<file path="src/hdl/cpu900_isa_pkg.sv">
// ----------------------------------------
// Instruction-set types: opcode window,
// operand sizes, register codes, ALU ops
// and the register field expansion
// ----------------------------------------
package cpu900_isa_pkg;

    typedef logic [31:0] op_word_t;    // Four bytes, op[7:0] is the next one
    typedef logic [1:0]  size_t;       // 0 byte, 1 word, 2 long
    typedef logic [2:0]  short_reg_t;  // Register field inside an opcode
    typedef logic [7:0]  reg_code_t;   // Full register file code

    localparam size_t SIZE_BYTE = 2'd0;
    localparam size_t SIZE_WORD = 2'd1;
    localparam size_t SIZE_LONG = 2'd2;

    typedef enum logic [5:0] {
        ALU_NOP  = 6'd0,
        ALU_MOVE = 6'd1,
        ALU_ADD  = 6'd2,
        ALU_ADC  = 6'd3,
        ALU_SUB  = 6'd4,
        ALU_AND  = 6'd5,
        ALU_XOR  = 6'd6,
        ALU_OR   = 6'd7,
        ALU_CP   = 6'd8,
        ALU_INC  = 6'd9,
        ALU_DEC  = 6'd10,
        ALU_NEG  = 6'd11,
        ALU_CPL  = 6'd12,
        ALU_CCF  = 6'd13
    } alu_op_t;

    // Byte registers pair up as E1/E0, E5/E4 and so on
    function automatic reg_code_t expand_reg(short_reg_t r, size_t zz);
        reg_code_t code;
        if (zz == SIZE_BYTE) begin
            code = 8'he0 + {4'd0, r[2:1], 2'd0} + {7'd0, ~r[0]};
        end else begin
            code = (r[2] ? 8'hf0 : 8'he0) + {4'd0, r[1:0], 2'd0};
        end
        return code;
    endfunction

endpackage

</file>
<file path="src/hdl/cpu900_ctrl_pkg.sv">
// ----------------------------------------
// Controller types: phases, byte counts,
// write masks and command kinds
// ----------------------------------------
package cpu900_ctrl_pkg;

    typedef enum logic [1:0] {
        PH_FETCH,
        PH_EXEC,
        PH_FILL_IMM
    } phase_t;

    typedef logic [1:0] fetch_cnt_t;  // Bytes consumed in one decode cycle
    typedef logic [2:0] we_mask_t;    // Bit 0 byte, bit 1 word, bit 2 long

    typedef enum logic [2:0] {
        LEAD_NOP,
        LEAD_CCF,
        LEAD_INCF,
        LEAD_DECF,
        LEAD_LD_IMM,
        LEAD_REG_PREFIX,
        LEAD_UNKNOWN
    } lead_class_t;

    typedef enum logic [2:0] {
        EX_ARITH_RR,
        EX_LD_RR,
        EX_INC_DEC,
        EX_UNARY,
        EX_NONE
    } exec_kind_t;

    typedef enum logic [2:0] {
        IMM_NONE,
        IMM_BYTE,
        IMM_SHORT3,
        IMM_HI16,
        IMM_HI24
    } imm_load_t;

    function automatic we_mask_t size_mask(cpu900_isa_pkg::size_t zz);
        case (zz)
            2'd0:    return 3'b001;
            2'd1:    return 3'b010;
            default: return 3'b100;
        endcase
    endfunction

endpackage

</file>
<file path="src/hdl/alu_issue_regs.sv">
// ----------------------------------------
// Registered ALU and register-file
// controls with immediate assembly
// ----------------------------------------
`timescale 1ns/1ps

module alu_issue_regs (
    input  logic                       clk,
    input  logic                       rst,
    input  logic                       cen,
    input  cpu900_isa_pkg::op_word_t   op,
    input  logic                       issue,
    input  cpu900_isa_pkg::alu_op_t    cmd_alu_op,
    input  cpu900_isa_pkg::reg_code_t  cmd_dst,
    input  cpu900_isa_pkg::reg_code_t  cmd_src,
    input  cpu900_ctrl_pkg::we_mask_t  cmd_we,
    input  logic                       cmd_flag_we,
    input  logic                       cmd_smux,
    input  logic                       cmd_inc_rfp,
    input  logic                       cmd_dec_rfp,
    input  cpu900_ctrl_pkg::imm_load_t cmd_imm,
    input  logic                       cmd_fill_wait,
    output cpu900_isa_pkg::alu_op_t    alu_op,
    output cpu900_isa_pkg::op_word_t   alu_imm,
    output logic                       alu_smux,
    output logic                       alu_wait,
    output cpu900_ctrl_pkg::we_mask_t  regs_we,
    output logic                       flag_we,
    output cpu900_isa_pkg::reg_code_t  regs_dst,
    output cpu900_isa_pkg::reg_code_t  regs_src,
    output logic                       inc_rfp,
    output logic                       dec_rfp
);
    import cpu900_isa_pkg::*;
    import cpu900_ctrl_pkg::*;

    always_ff @(posedge clk or posedge rst) begin
        if (rst) begin
            alu_op   <= ALU_NOP;
            alu_imm  <= '0;
            alu_smux <= 1'b0;
            alu_wait <= 1'b0;
            regs_we  <= '0;
            flag_we  <= 1'b0;
            regs_dst <= '0;
            regs_src <= '0;
            inc_rfp  <= 1'b0;
            dec_rfp  <= 1'b0;
        end else if (cen) begin
            // Pulses last a single cen cycle
            regs_we <= issue ? cmd_we : '0;
            flag_we <= issue && cmd_flag_we;
            inc_rfp <= issue && cmd_inc_rfp;
            dec_rfp <= issue && cmd_dec_rfp;
            if (issue) begin
                alu_op   <= cmd_alu_op;
                alu_smux <= cmd_smux;
                alu_wait <= cmd_fill_wait;  // High through FILL_IMM
                regs_dst <= cmd_dst;
                regs_src <= cmd_src;
                case (cmd_imm)
                    IMM_BYTE:   alu_imm <= {24'd0, op[15:8]};
                    IMM_SHORT3: alu_imm <= {29'd0, op[2:0]};
                    IMM_HI16:   alu_imm[31:8] <= {16'd0, op[7:0]};  // Low byte kept
                    IMM_HI24:   alu_imm[31:8] <= op[23:0];
                    default: ;
                endcase
            end
        end
    end

endmodule

</file>
<file path="src/hdl/cpu900_decode.sv">
// ----------------------------------------
// Instruction decode controller top level
// ----------------------------------------
`timescale 1ns/1ps

module cpu900_decode (
    input  logic                        clk,
    input  logic                        rst,
    input  logic                        cen,
    input  cpu900_isa_pkg::op_word_t    op,
    input  logic                        op_ok,
    output cpu900_ctrl_pkg::fetch_cnt_t fetched,
    output cpu900_isa_pkg::alu_op_t     alu_op,
    output cpu900_isa_pkg::op_word_t    alu_imm,
    output logic                        alu_smux,
    output logic                        alu_wait,
    output logic                        flag_we,
    output logic                        inc_rfp,
    output logic                        dec_rfp,
    output cpu900_ctrl_pkg::we_mask_t   regs_we,
    output cpu900_isa_pkg::reg_code_t   regs_dst,
    output cpu900_isa_pkg::reg_code_t   regs_src
);
    import cpu900_isa_pkg::*;
    import cpu900_ctrl_pkg::*;

    lead_class_t lead_class;
    size_t       lead_zz;
    size_t       op_zz;
    reg_code_t   lead_reg;
    exec_kind_t  exec_kind;
    alu_op_t     exec_alu_op;
    reg_code_t   exec_reg;
    logic        exec_flags;
    logic        issue;
    alu_op_t     cmd_alu_op;
    reg_code_t   cmd_dst;
    reg_code_t   cmd_src;
    we_mask_t    cmd_we;
    logic        cmd_flag_we;
    logic        cmd_smux;
    logic        cmd_inc_rfp;
    logic        cmd_dec_rfp;
    imm_load_t   cmd_imm;
    logic        cmd_fill_wait;

    op_field_decode u_op_field_decode (
        .op          (op),
        .op_zz       (op_zz),
        .lead_class  (lead_class),
        .lead_zz     (lead_zz),
        .lead_reg    (lead_reg),
        .exec_kind   (exec_kind),
        .exec_alu_op (exec_alu_op),
        .exec_reg    (exec_reg),
        .exec_flags  (exec_flags)
    );

    phase_sequencer u_phase_sequencer (
        .clk           (clk),
        .rst           (rst),
        .cen           (cen),
        .op_ok         (op_ok),
        .lead_class    (lead_class),
        .lead_zz       (lead_zz),
        .lead_reg      (lead_reg),
        .exec_kind     (exec_kind),
        .exec_alu_op   (exec_alu_op),
        .exec_reg      (exec_reg),
        .exec_flags    (exec_flags),
        .fetched       (fetched),
        .op_zz         (op_zz),
        .issue         (issue),
        .cmd_alu_op    (cmd_alu_op),
        .cmd_dst       (cmd_dst),
        .cmd_src       (cmd_src),
        .cmd_we        (cmd_we),
        .cmd_flag_we   (cmd_flag_we),
        .cmd_smux      (cmd_smux),
        .cmd_inc_rfp   (cmd_inc_rfp),
        .cmd_dec_rfp   (cmd_dec_rfp),
        .cmd_imm       (cmd_imm),
        .cmd_fill_wait (cmd_fill_wait)
    );

    alu_issue_regs u_alu_issue_regs (
        .clk           (clk),
        .rst           (rst),
        .cen           (cen),
        .op            (op),
        .issue         (issue),
        .cmd_alu_op    (cmd_alu_op),
        .cmd_dst       (cmd_dst),
        .cmd_src       (cmd_src),
        .cmd_we        (cmd_we),
        .cmd_flag_we   (cmd_flag_we),
        .cmd_smux      (cmd_smux),
        .cmd_inc_rfp   (cmd_inc_rfp),
        .cmd_dec_rfp   (cmd_dec_rfp),
        .cmd_imm       (cmd_imm),
        .cmd_fill_wait (cmd_fill_wait),
        .alu_op        (alu_op),
        .alu_imm       (alu_imm),
        .alu_smux      (alu_smux),
        .alu_wait      (alu_wait),
        .regs_we       (regs_we),
        .flag_we       (flag_we),
        .regs_dst      (regs_dst),
        .regs_src      (regs_src),
        .inc_rfp       (inc_rfp),
        .dec_rfp       (dec_rfp)
    );

endmodule

</file>
<file path="src/hdl/op_field_decode.sv">
// ----------------------------------------
// Opcode byte classifier: lead byte and
// second byte of a register prefix
// ----------------------------------------
`timescale 1ns/1ps

module op_field_decode (
    input  cpu900_isa_pkg::op_word_t     op,
    input  cpu900_isa_pkg::size_t        op_zz,
    output cpu900_ctrl_pkg::lead_class_t lead_class,
    output cpu900_isa_pkg::size_t        lead_zz,
    output cpu900_isa_pkg::reg_code_t    lead_reg,
    output cpu900_ctrl_pkg::exec_kind_t  exec_kind,
    output cpu900_isa_pkg::alu_op_t      exec_alu_op,
    output cpu900_isa_pkg::reg_code_t    exec_reg,
    output logic                         exec_flags
);
    import cpu900_isa_pkg::*;
    import cpu900_ctrl_pkg::*;

    logic [7:0] b;

    assign b = op[7:0];

    always_comb begin
        lead_class = LEAD_UNKNOWN;
        lead_zz    = SIZE_BYTE;
        casez (b)
            8'h00: lead_class = LEAD_NOP;
            8'h12: lead_class = LEAD_CCF;
            8'h0c: lead_class = LEAD_INCF;
            8'h0d: lead_class = LEAD_DECF;
            8'b0010_0???: lead_class = LEAD_LD_IMM;  // LD R,# byte
            8'b0011_0???: begin
                lead_class = LEAD_LD_IMM;
                lead_zz    = SIZE_WORD;
            end
            8'b0100_0???: begin
                lead_class = LEAD_LD_IMM;
                lead_zz    = SIZE_LONG;
            end
            8'b11??_1???: begin
                if (b[5:4] != 2'd3) begin   // zz of 3 is not a register size
                    lead_class = LEAD_REG_PREFIX;
                    lead_zz    = b[5:4];
                end
            end
            default: ;
        endcase
    end

    assign lead_reg = expand_reg(b[2:0], lead_zz);

    // Second byte, read under the size latched from the prefix
    always_comb begin
        exec_kind   = EX_NONE;
        exec_alu_op = ALU_NOP;
        exec_flags  = 1'b0;
        casez (b)
            8'b1000_1???: begin  // LD R,r
                exec_kind   = EX_LD_RR;
                exec_alu_op = ALU_MOVE;
            end
            8'b1???_0???: begin
                exec_kind  = EX_ARITH_RR;
                exec_flags = 1'b1;
                case (b[6:4])
                    3'd0: exec_alu_op = ALU_ADD;
                    3'd1: exec_alu_op = ALU_ADC;
                    3'd2: exec_alu_op = ALU_SUB;
                    3'd4: exec_alu_op = ALU_AND;
                    3'd5: exec_alu_op = ALU_XOR;
                    3'd6: exec_alu_op = ALU_OR;
                    3'd7: exec_alu_op = ALU_CP;
                    default: begin  // SBC is not supported
                        exec_kind  = EX_NONE;
                        exec_flags = 1'b0;
                    end
                endcase
            end
            8'b0110_????: begin  // INC/DEC #3
                exec_kind   = EX_INC_DEC;
                exec_alu_op = b[3] ? ALU_DEC : ALU_INC;
                exec_flags  = 1'b1;
            end
            8'h06: begin
                exec_kind   = EX_UNARY;
                exec_alu_op = ALU_CPL;
            end
            8'h07: begin
                exec_kind   = EX_UNARY;
                exec_alu_op = ALU_NEG;
                exec_flags  = 1'b1;
            end
            default: ;
        endcase
    end

    assign exec_reg = expand_reg(b[2:0], op_zz);

endmodule

</file>
<file path="src/hdl/phase_sequencer.sv">
// ----------------------------------------
// Phase machine: byte count, refill wait,
// latched operand size and command issue
// ----------------------------------------
`timescale 1ns/1ps

module phase_sequencer (
    input  logic                         clk,
    input  logic                         rst,
    input  logic                         cen,
    input  logic                         op_ok,
    input  cpu900_ctrl_pkg::lead_class_t lead_class,
    input  cpu900_isa_pkg::size_t        lead_zz,
    input  cpu900_isa_pkg::reg_code_t    lead_reg,
    input  cpu900_ctrl_pkg::exec_kind_t  exec_kind,
    input  cpu900_isa_pkg::alu_op_t      exec_alu_op,
    input  cpu900_isa_pkg::reg_code_t    exec_reg,
    input  logic                         exec_flags,
    output cpu900_ctrl_pkg::fetch_cnt_t  fetched,
    output cpu900_isa_pkg::size_t        op_zz,
    output logic                         issue,
    output cpu900_isa_pkg::alu_op_t      cmd_alu_op,
    output cpu900_isa_pkg::reg_code_t    cmd_dst,
    output cpu900_isa_pkg::reg_code_t    cmd_src,
    output cpu900_ctrl_pkg::we_mask_t    cmd_we,
    output logic                         cmd_flag_we,
    output logic                         cmd_smux,
    output logic                         cmd_inc_rfp,
    output logic                         cmd_dec_rfp,
    output cpu900_ctrl_pkg::imm_load_t   cmd_imm,
    output logic                         cmd_fill_wait
);
    import cpu900_isa_pkg::*;
    import cpu900_ctrl_pkg::*;

    phase_t    phase;
    phase_t    nx_phase;
    logic      refill;      // Fetch unit reloads its window
    logic      decode;
    reg_code_t prefix_reg;  // Also the LD R,# target during the fill
    we_mask_t  keep_we;     // Write mask held back until the fill

    assign decode = !rst && cen && op_ok && !refill;

    always_comb begin
        nx_phase      = phase;
        fetched       = 2'd0;
        issue         = 1'b0;
        cmd_alu_op    = ALU_NOP;
        cmd_dst       = prefix_reg;
        cmd_src       = prefix_reg;
        cmd_we        = '0;
        cmd_flag_we   = 1'b0;
        cmd_smux      = 1'b0;
        cmd_inc_rfp   = 1'b0;
        cmd_dec_rfp   = 1'b0;
        cmd_imm       = IMM_NONE;
        cmd_fill_wait = 1'b0;
        if (decode) begin
            case (phase)
                PH_FETCH: begin
                    fetched = 2'd1;
                    case (lead_class)
                        LEAD_CCF: begin
                            issue       = 1'b1;
                            cmd_alu_op  = ALU_CCF;
                            cmd_flag_we = 1'b1;
                        end
                        LEAD_INCF: begin
                            issue       = 1'b1;
                            cmd_inc_rfp = 1'b1;
                        end
                        LEAD_DECF: begin
                            issue       = 1'b1;
                            cmd_dec_rfp = 1'b1;
                        end
                        LEAD_LD_IMM: begin
                            fetched    = 2'd2;  // Opcode and low immediate byte
                            issue      = 1'b1;
                            cmd_alu_op = ALU_MOVE;
                            cmd_dst    = lead_reg;
                            cmd_src    = lead_reg;
                            cmd_smux   = 1'b1;
                            cmd_imm    = IMM_BYTE;
                            if (lead_zz == SIZE_BYTE) begin
                                cmd_we = size_mask(lead_zz);
                            end else begin
                                cmd_fill_wait = 1'b1;
                                nx_phase      = PH_FILL_IMM;
                            end
                        end
                        LEAD_REG_PREFIX: nx_phase = PH_EXEC;
                        default: ;  // NOP or undecodable byte
                    endcase
                end
                PH_EXEC: begin
                    fetched     = 2'd1;
                    nx_phase    = PH_FETCH;
                    issue       = exec_kind != EX_NONE;
                    cmd_alu_op  = exec_alu_op;
                    cmd_flag_we = exec_flags;
                    cmd_we      = size_mask(op_zz);
                    case (exec_kind)
                        EX_ARITH_RR, EX_LD_RR: begin
                            cmd_dst = exec_reg;
                            if (exec_alu_op == ALU_CP) begin
                                cmd_we = '0;  // Flags only
                            end
                        end
                        EX_INC_DEC: begin
                            cmd_smux = 1'b1;
                            cmd_imm  = IMM_SHORT3;
                        end
                        default: ;
                    endcase
                end
                PH_FILL_IMM: begin
                    issue      = 1'b1;
                    nx_phase   = PH_FETCH;
                    cmd_alu_op = ALU_MOVE;
                    cmd_smux   = 1'b1;
                    cmd_we     = keep_we;
                    if (op_zz == SIZE_WORD) begin
                        fetched = 2'd1;
                        cmd_imm = IMM_HI16;
                    end else begin
                        fetched = 2'd3;
                        cmd_imm = IMM_HI24;
                    end
                end
                default: nx_phase = PH_FETCH;
            endcase
        end
    end

    always_ff @(posedge clk or posedge rst) begin
        if (rst) begin
            phase      <= PH_FETCH;
            refill     <= 1'b0;
            op_zz      <= SIZE_BYTE;
            prefix_reg <= '0;
            keep_we    <= '0;
        end else if (cen) begin
            phase  <= nx_phase;
            refill <= fetched != 2'd0;  // One cen cycle after any consumption
            if (decode && phase == PH_FETCH &&
                (lead_class == LEAD_LD_IMM || lead_class == LEAD_REG_PREFIX)) begin
                op_zz      <= lead_zz;
                prefix_reg <= lead_reg;
                keep_we    <= size_mask(lead_zz);
            end
        end
    end

endmodule

</file>
<file path="config.mk">
export PLATFORM = sky130hd
export DESIGN_NAME = cpu900_decode
export DESIGN_NICKNAME = d
export VERILOG_FILES = /design/src/hdl/cpu900_isa_pkg.sv /design/src/hdl/cpu900_ctrl_pkg.sv /design/src/hdl/alu_issue_regs.sv /design/src/hdl/cpu900_decode.sv /design/src/hdl/op_field_decode.sv /design/src/hdl/phase_sequencer.sv
export SDC_FILE = /design/constraint.sdc
export NUM_CORES = 1
export LEC_CHECK = 0
export BUFFER_PORTS_ARGS = -buffer_cell sky130_fd_sc_hd__buf_2
export CORE_AREA = 4 4 90 92
export CTS_CLUSTER_SIZE = 25
export DETAILED_ROUTE_END_ITERATION = 16
export DIE_AREA = 0 0 94 96
export GPL_ROUTABILITY_DRIVEN = 0
export PLACE_DENSITY = 0.76
export RECOVER_POWER = 100
export SLEW_MARGIN = 10
export SYNTH_ARGS = -nofsm -noshare
export SYNTH_HDL_FRONTEND = slang
export SYNTH_SLANG_ARGS = --single-unit
</file>
<file path="constraint.sdc">
create_clock -name clk -period 2.9 [get_ports clk]
set_clock_uncertainty 0.2 [all_clocks]
set_input_delay 0.435 -clock clk [delete_from_list [all_inputs] [get_ports clk]]
set_output_delay 0.435 -clock clk [all_outputs]
set_load 0.05 [all_outputs]
</file>
==> results of run 1 <==
-- kinds of logic after synthesis --
family / count (synthesis)
AO/OA/AOI/OAI: 120
XOR/XNOR: 1
adder cells (fa/ha/maj): 4
buffers and inverters: 54
flip-flops: 67
multiplexers: 17
other: 1
AND/OR/NAND/NOR: 131
-- layer usage --
layer,share of wire,vias to the layer above
li1,-,1599
met1,0.44,1617
met2,0.46,161
met3,0.082,14
met4,0.020,0
met5,0,-
-- cell usage in the layout (no fill, tap or decap), types with 7 or more instances in the layout --
cell type and count:
dfrtp_1 67, clkbuf_1 62, nand2_1 44, o21ai_0 27, buf_2 26, nor2_1 20, a21oi_1 19, buf_4 18
nand3_1 17, inv_1 17, a22o_1 16, o31ai_1 10, mux2_2 9, clkbuf_8 9, o2bb2ai_1 8, nand2b_1 7
a31oi_1 7
-- where the power goes --
part           internal (mW)  total, mW  switching [mW]
clock network          0.577      0.958           0.381
logic                  0.526       2.24            1.71
registers               1.26       1.46           0.198
-- per-stage QoR --
| step | power, mW | hold slack (ns) | utilization | TNS (ns) |
|---|---|---|---|---|
| 2_1_floorplan | 3.29 | 0.235 | - | 0 |
| 3_3_place_gp | 3.77 | 0.128 | 0.599 | 0 |
| 3_5_place_dp | 3.82 | 0.131 | 0.599 | -0.00533 |
| 4_1_cts | 4.79 | 0.0876 | 0.635 | 0 |
| 5_1_grt | 4.90 | 0.0800 | 0.617 | 0 |
| 6_report | 4.65 | 0.0972 | 0.617 | 0 |
-- timing repair --
| item | in CTS | in global routing |
|---|---|---|
| pin swaps | 0 | 0 |
| gates resized for setup | 2 | 2 |
| setup endpoints to repair | 1 | 1 |
| hold endpoints to repair | 3 | 0 |
| setup buffers | 0 | 0 |
| hold buffers | 1 | 0 |
-- layout make-up --
cell class | count | area [um2] | share of cell area
well taps | 99 | 124 | 0.0278
repair buffers | 110 | 523 | 0.117
flip-flops and latches | 67 | 1680 | 0.376
clock inverters | 7 | 123 | 0.0275
multi-input cells | 277 | 1820 | 0.409
inverters | 17 | 63.8 | 0.0143
clock buffers | 9 | 124 | 0.0278
-- how the worst max path moves through the flow --
| stage | startpoint | to | cells after the start |
|---|---|---|---|
| global placement | op[7] | u_alu_issue_regs.alu_imm[24]$_DFFE_PP0P_ | 7 |
| floorplan | op_ok | fetched[1] | 6 |
| global route | rst | u_phase_sequencer.op_zz[1]$_DFFE_PP0P_ | 4 |
| detailed placement | op[7] | u_alu_issue_regs.alu_imm[25]$_DFFE_PP0P_ | 7 |
| finish | u_phase_sequencer.refill$_DFFE_PP0P_ | fetched[1] | 6 |
| CTS | u_phase_sequencer.refill$_DFFE_PP0P_ | fetched[1] | 6 |
-- critical path, stage by stage (launching register included) --
cell	delay (ns)
dfrtp_1	0.42
nor4bb_4	0.31
nand2_1	0.11
and4bb_4	0.39
nand2_1	0.09
a21oi_2	0.20
buf_4	0.23
==> results.yml, run 1 <==
status:
  outcome: "finished with violations"
  failed_checks: "capacitance limit, slew limit"
worst_setup_path:
  worstPathRequired_ns: 2.27
  critPathCaptureType: "primary output"
  rrSetupSlack_ns: 0.32
  worstSetupPathType: "reg2out"
  r2r_end: "u_alu_issue_regs.regs_dst[0]$_DFFE_PP0P_"
  crit_fanout: 6
  r2r_start: "u_phase_sequencer.phase[0]$_DFFE_PP0P_"
  critPathArrivalTime_ns: 2.10
  worstRegToRegCells: 7
  cp-start-kind: "register"
routing:
  vias: 3391
  route.detailed.drc: 0
  viasPerCell: 5.79
  wirelength_mm: 9.97
  drt_iter0_markers: 305
  drt-wirelength-per-cell_um: 17.0
  drt_pass1_iterations: 5
  ant_nets: 0
yosys:
  synthAdderAreaFrac: 0.0132
  synth_commonest_cells: "dfrtp_1 (67), nand2_1 (43), o21ai_0 (27), nor2_1 (20), a21oi_1 (19)"
  syn_area_um2: 3790
  synthFlopType: "dfrtp_1"
  synth.area.top_cells: "dfrtp_1 (44%), nand2_1 (4.3%), a22o_1 (3.7%)"
  avgSynthCellArea_um2: 9.59
  synth_cell_types: 62
  synth_xor_area_frac: 0.00231
  synth_most_common_cell: "dfrtp_1"
  ys_ff_latch: 67
  yosys.area_share.simple: 0.189
  synth_warnings: 0
  yosysSeqAreaShare: 0.443
  synth-compound-area-share: 0.226
  synthMuxAreaShare: 0.0518
  synth_top_area_frac: 0.443
  synth_edf_count: 0
  yosys.area.top_type: "dfrtp_1"
  synth_cells: 395
  synth-async-reset-ratio: 1.00
  synth_top_family_by_area: "compound AO/OA/AOI/OAI gates"
die:
  pin_count: 100
  die_x_um: 94
  fp.dieH_um: 96
  rows: 31
  start_util: 0.525
  design.core.area_um2: 7210
  die-area_um2: 9020
layout:
  final_area_um2: 4450
  diodes: 0
  largest_reg_flops: 32
  drive_gt1_frac: 0.166
  syn_to_final_growth_pct: 17.6
  fin_cells: 586
  largest_register: "u_alu_issue_regs.alu_imm"
  fin_nets: 522
  n_fill_cell: 654
worst_hold_path:
  min_path_cells: 2
  hp-class: "in2reg"
  hold_path_end: "u_alu_issue_regs.alu_imm[27]$_DFFE_PP0P_"
  hold_start: "op[19]"
sta:
  fin_crit_sh: 0.941
  relSlewSlack: -0.0563
  worst_pin_slew_ns: 1.58
  timing.final.hold_violations: 0
  setup_ws_ns: 0.170
  layout_min_cycle_time_ns: 2.73
  max_freq_mhz: 366
  rsz0062_at_grt: "false"
  timing.final.max_slew_violations: 65
  setup_violations: 0
power:
  power_density_nw_per_um2: 1040
  p_leak_nw: 2.03
  ir_drop_mv: 0.516
grt:
  grt_pass1_vias: 3200
  antenna_found_initial: 0
  grtUsageTotal: 0.230
  grt_pass1_wl_mm: 16.1
  gr-usage-met2: 0.358
  grt_max_degree: 65
  grt-busiest-layer: "met2"
  grtUsageMet3: 0.0571
  grt_overflow: 0
  use_met1: 0.313
clock_network:
  cts_inserted_buffers: 9
  path_clk_slew_ns: 0.08
  h-tree-depth: 3
  clock_latency_ns: 0.35
  cts_sinks: 67
  clockBufferDepth: 2
  root_buffer: "clkbuf_8"
  cts_tree: "yes"
placement:
  dpl-instance-area_um2: 4320
  preCtsSetupSlack_ns: -0.00533
  hpwl_mm: 7.18
  place_inst: 569
  port_buffers: 87
flow_run:
  maxCapViolCount: 1
No activity file was read; power rests on OpenSTA's default activity.
==> run 2: changes to the inputs <==
- CORE_AREA: 4 4 90 92 -> 4 4 88 90
- CTS_BUF_LIST: default -> sky130_fd_sc_hd__clkbuf_8
- DIE_AREA: 0 0 94 96 -> 0 0 92 94
- PLACE_DENSITY: 0.76 -> 0.79
==> run 2 against run 1 <==
  * The run still ends with capacitance limit, slew limit left
  * Worst setup slack lost 0.094 ns
  * Global-route usage up 0.12 points
  * Via count grew 1.7%
  * Sequential cell count did not move
  * Critical path depth did not move
  * Clock power is 7.5% lower
  * Worst hold slack is essentially flat
  * Final cell count increased by 0.17%
  * Cell area fell by 0.51%
  * Die area down 4.2%
  * Total power down 1.7%
  * Critical endpoint unchanged
  * Highest routed layer unchanged
==> results.yml, run 2 (synthesis gave the netlist of run 1 again) <==
routing:
  viasPerCell: 5.87
  ant_nets: 0
  drt_iter0_markers: 310
  vias: 3448
  wirelength_mm: 9.92
  drt_pass1_iterations: 9
  route.detailed.drc: 0
  drt-wirelength-per-cell_um: 16.9
status:
  failed_checks: "capacitance limit, slew limit"
  outcome: "finished with violations"
die:
  design.core.area_um2: 7060
  start_util: 0.537
  die-area_um2: 8650
  fp.dieH_um: 94
  pin_count: 100
  rows: 31
  die_x_um: 92
clock_network:
  cts_sinks: 67
  clockBufferDepth: 2
  cts_inserted_buffers: 9
  h-tree-depth: 3
  cts_tree: "yes"
  clock_latency_ns: 0.34
  path_clk_slew_ns: 0.09
  root_buffer: "clkbuf_8"
layout:
  final_area_um2: 4430
  diodes: 0
  largest_register: "u_alu_issue_regs.alu_imm"
  post-route-util: 0.628
  drive_gt1_frac: 0.170
  syn_to_final_growth_pct: 17.0
  fin_nets: 523
  final_common_cell: "dfrtp_1"
  final_cell_mix: "dfrtp_1 (67), clkbuf_1 (61), nand2_1 (44)"
  fin_cells: 587
  largest_reg_flops: 32
worst_setup_path:
  critPathCaptureType: "primary output"
  path_common_cell: "nand2_1"
  cp_cell_sequence: "nor4bb_2 > nand2_1 > and4bb_4 > nand2_1 > a21oi_2 > buf_4"
  crit_fanout: 6
  max_stage_delay_ns: 0.42
  cp_slowest_cell: "dfrtp_1"
  critPathArrivalTime_ns: 2.19
  worstPathRequired_ns: 2.27
  cp-start-kind: "register"
  worstSetupPathType: "reg2out"
  rrSetupSlack_ns: 0.30
  worstRegToRegCells: 7
grt:
  grtUsageTotal: 0.232
  antenna_found_initial: 0
  grt_max_degree: 64
  grt_pass1_vias: 3261
  grt_overflow: 0
  grt_pass1_wl_mm: 16.0
placement:
  dpl-instance-area_um2: 4330
  hpwl_mm: 7.11
  preCtsSetupSlack_ns: 0.0290
  place_inst: 570
  port_buffers: 87
worst_hold_path:
  min_path_cells: 2
  hp-class: "in2reg"
sta:
  fin_crit_sh: 0.974
  max_freq_mhz: 354
  worst_pin_slew_ns: 1.52
  setup_violations: 0
  relSlewSlack: -0.0146
  setup_tns_ns: 0
  timing.final.max_slew_violations: 64
  rsz0062_at_grt: "false"
  setup_ws_ns: 0.0764
  timing.final.hold_violations: 0
  layout_min_cycle_time_ns: 2.82
power:
  clkPwrFrac: 0.194
  power_frac_comb: 0.487
  p_switching_mw: 2.30
  power_density_nw_per_um2: 1030
  swShare: 0.504
  ir_drop_mv: 0.479
  intPower_mw: 2.26
  power.share.sequential: 0.320
  p_leak_nw: 2.03
flow_run:
  maxCapViolCount: 1
## run 2: cell types whose count changed in the layout (fill, tap and decap cells not counted), sizes merged
| cell | delta |
|---|---|
| buf | +2 |
| bufinv | -1 |
| clkinv | +2 |
| clkbuf | -1 |
| clkinvlp | -1 |
## run 2: power groups by stage
stage | sequential [mW] | combinational, mW | clock [mW]
final | 1.46 | 2.22 | 0.886
after global routing | 1.50 | 2.35 | 0.937
after CTS | 1.45 | 2.36 | 0.892
after detailed placement | 1.47 | 2.35 | 0
after global placement | 1.45 | 2.31 | 0
after floorplan | 2.42 | 0.864 | 0
## run 2: metal layers
metal / track usage / routed length (um)
met2: 0.384 / 4630
met3: 0.0409 / 743
met4: 0.0594 / 157
met5: 0 / 0
met1: 0.316 / 4390
## run 2: path summary, 6_finish.rpt
kind / startpoint / to
max: u_phase_sequencer.refill$_DFFE_PP0P_ / fetched[1]
min: op[22] / u_alu_issue_regs.alu_imm[30]$_DFFE_PP0P_
max reg2reg: u_phase_sequencer.phase[0]$_DFFE_PP0P_ / u_alu_issue_regs.regs_src[3]$_DFFE_PP0P_
min reg2reg: u_alu_issue_regs.alu_imm[6]$_DFFE_PP0P_ / u_alu_issue_regs.alu_imm[6]$_DFFE_PP0P_
max in group asynchronous: rst / u_alu_issue_regs.alu_imm[14]$_DFFE_PP0P_
min in group asynchronous: rst / u_alu_issue_regs.regs_dst[0]$_DFFE_PP0P_
## run 2: timing repair
action                                 in CTS  in global routing
endpoints found under the hold margin       4                  0
setup endpoints to repair                   1                  1
cloned                                      0                  0
buffers inserted                            0                  0
gates resized for setup                     2                  1
hold buffers                                1                  0
## run 2: through the flow
| step | hold WS (ns) | power, mW |
|---|---|---|
| after global placement | 0.134 | 3.76 |
| after global routing | 0.0978 | 4.79 |
| after floorplan | 0.235 | 3.29 |
| final | 0.0972 | 4.57 |
| after detailed placement | 0.146 | 3.82 |
| after CTS | 0.0972 | 4.71 |
## run 2: area by class of cell
type / count / area, um2
Timing Repair Buffer: 111 / 534
Inverter: 17 / 63.8
Fill cell: 658 / 2630
Clock buffer: 9 / 124
Multi-Input combinational cell: 277 / 1810
Clock inverter: 7 / 98.8
Tap cell: 99 / 124
Sequential cell: 67 / 1680
## run 2: critical path: cells and delay by family, from the launching register on
kind	cells	cell delay (ns)
and+or+nand+nor	4	0.99
DFF	1	0.42
buffers and inverters	1	0.24
AOI/OAI and AO/OA	1	0.21
==> run 3: changes to the inputs <==
- GPL_TIMING_DRIVEN: default -> 0
==> run 3 against run 2 <==
  * The run now ends clean
  * Clock-buffer cell count did not move
  * Combinational power rose by 4%
  * Utilization rose by 1.3 points
  * Register-to-register slack got worse by 0.12 ns
  * Largest power group unchanged
  * First-iteration DRC count rose by 9.0%
==> results.yml, run 3 (synthesis gave the netlist of run 1 again) <==
power:
  intPower_mw: 2.24
  p_leak_nw: 2.09
  clkPwrFrac: 0.178
  fin_total_pwr_mw: 4.59
  swShare: 0.512
  power_frac_comb: 0.503
  power.share.sequential: 0.319
  p_switching_mw: 2.35
  ir_drop_mv: 0.664
  power_density_nw_per_um2: 1010
layout:
  final_cell_mix: "clkbuf_1 (69), dfrtp_1 (66), nand2_1 (42)"
  largest_reg_flops: 32
  largest_register: "u_alu_issue_regs.alu_imm"
  diodes: 0
  fin_nets: 536
  post-route-util: 0.641
  syn_to_final_growth_pct: 19.4
  final_common_cell: "clkbuf_1"
  drive_gt1_frac: 0.194
status:
  outcome: "complete, no violations"
placement:
  port_buffers: 84
  hpwl_mm: 7.30
worst_setup_path:
  critPathCaptureType: "primary output"
  cp-start-kind: "register"
  path_common_cell: "inv_1"
  critPathArrivalTime_ns: 2.17
  worstPathRequired_ns: 2.27
  cp_cell_sequence: "inv_1 > ha_1 > clkbuf_4 > inv_1 > or3_1 > a21oi_4 > buf_6"
  cp_slowest_cell: "dfrtp_2"
  critPathTopFamily: "buffers and inverters"
  max_stage_delay_ns: 0.45
  cp_num_buf_inv: 4
  crit_fanout: 10
  worstSetupPathType: "reg2out"
die:
  fp.dieH_um: 94
  die-area_um2: 8650
  rows: 31
  start_util: 0.537
  die_x_um: 92
  design.core.area_um2: 7060
  pin_count: 100
clock_network:
  cts_inserted_buffers: 9
  h-tree-depth: 3
  cts_sinks: 67
  clockBufferDepth: 2
  cts_tree: "yes"
  path_clk_slew_ns: 0.08
  clock_latency_ns: 0.36
  root_buffer: "clkbuf_8"
grt:
  grtUsageTotal: 0.236
  grt_overflow: 0
  grt_pass1_vias: 3226
  grt_pass1_wl_mm: 16.0
  grt_max_degree: 68
  antenna_found_initial: 0
routing:
  wirelength_mm: 10.3
  viasPerCell: 5.91
  drt_pass1_iterations: 5
  drt_iter0_markers: 338
  route.detailed.drc: 0
  vias: 3545
  drt-wirelength-per-cell_um: 17.1
  ant_nets: 0
worst_hold_path:
  hp-class: "in2reg"
sta:
  finalHoldWorstSlack_ns: 0.0961
  setup_violations: 0
  rsz0062_at_grt: "false"
  worst_pin_slew_ns: 1.33
  fin_crit_sh: 0.967
  relSlewSlack: 0.112
  layout_min_cycle_time_ns: 2.81
  max_freq_mhz: 356
  timing.final.max_slew_violations: 0
  timing.final.hold_violations: 0
flow_run:
  maxCapViolCount: 0
run 3: cell count changes in the layout (fill, tap and decap cells not counted), sizes merged:
cell and change:
buf +4, bufinv -1, clkbuf +10, dlygate4sd3 -1, inv +1
run 3: metal layers:
metal,GRT usage,routed length (um),up-vias
met5,0,0,-
met4,0.119,385,0
met3,0.0481,758,33
met2,0.353,4640,181
met1,0.326,4490,1697
li1,-,-,1634
run 3: power groups by stage:
| stage | Combinational (mW) | Sequential, mW | Clock, mW |
|---|---|---|---|
| after floorplan | 0.864 | 2.42 | 0 |
| after global placement | 2.34 | 1.45 | 0 |
| after detailed placement | 2.36 | 1.46 | 0 |
| after CTS | 2.38 | 1.45 | 0.826 |
| after global routing | 2.44 | 1.50 | 0.873 |
| final | 2.31 | 1.46 | 0.815 |
run 3: timing repair:
| action | CTS | global route |
|---|---|---|
| buffers inserted | 1 | 2 |
| setup endpoints to repair | 1 | 3 |
| hold buffers | 0 | 0 |
| pin swaps | 2 | 0 |
| gates resized for setup | 5 | 9 |
run 3: final timing paths:
path                                                    startpoint                                        to  slack (ns)  depth (start not counted)
max                         u_phase_sequencer.phase[0]$_DFFE_PP0P_                                fetched[1]        0.09                          7
max reg2reg                 u_phase_sequencer.phase[1]$_DFFE_PP0P_  u_alu_issue_regs.regs_dst[3]$_DFFE_PP0P_        0.18                          8
max in group asynchronous                                      rst    u_phase_sequencer.phase[0]$_DFFE_PP0P_        1.35                          2
min reg2reg                u_alu_issue_regs.alu_imm[6]$_DFFE_PP0P_   u_alu_issue_regs.alu_imm[6]$_DFFE_PP0P_        0.27                          2
min in group asynchronous                                      rst      u_phase_sequencer.refill$_DFFE_PP0P_        0.27                          2
min                                                         op[21]  u_alu_issue_regs.alu_imm[29]$_DFFE_PP0P_         0.1                          2
run 3: final cells by class:
cell class,count,area (um2)
tap,99,124
clock inverter,7,83.8
fill,648,2540
buffer,37,218
sequential,67,1680
multi-input combinational,277,1860
clock buffer,9,124
timing repair buffer,87,374
inverter,17,63.8
run 3: stage by stage:
stage / cells / area (um2) / setup slack (ns) / TNS, ns
global route: 600 / 4520 / 0.00538 / 0
detailed placement: 581 / 4350 / -0.0668 / -0.276
global placement: 581 / 4340 / -0.194 / -12.92
CTS: 598 / 4580 / 0.00678 / 0
finish: 600 / 4520 / 0.0945 / 0
floorplan: 398 / 3800 / 0.0308 / 0
run 3: worst reg2reg max path, delay by kind of cell (launching register included):
kind	cells	cell delay [ns]
AOI/OAI and AO/OA	4	0.96
DFF	1	0.43
adders and majority gates	1	0.24
muxes	1	0.27
buffers and inverters	2	0.51
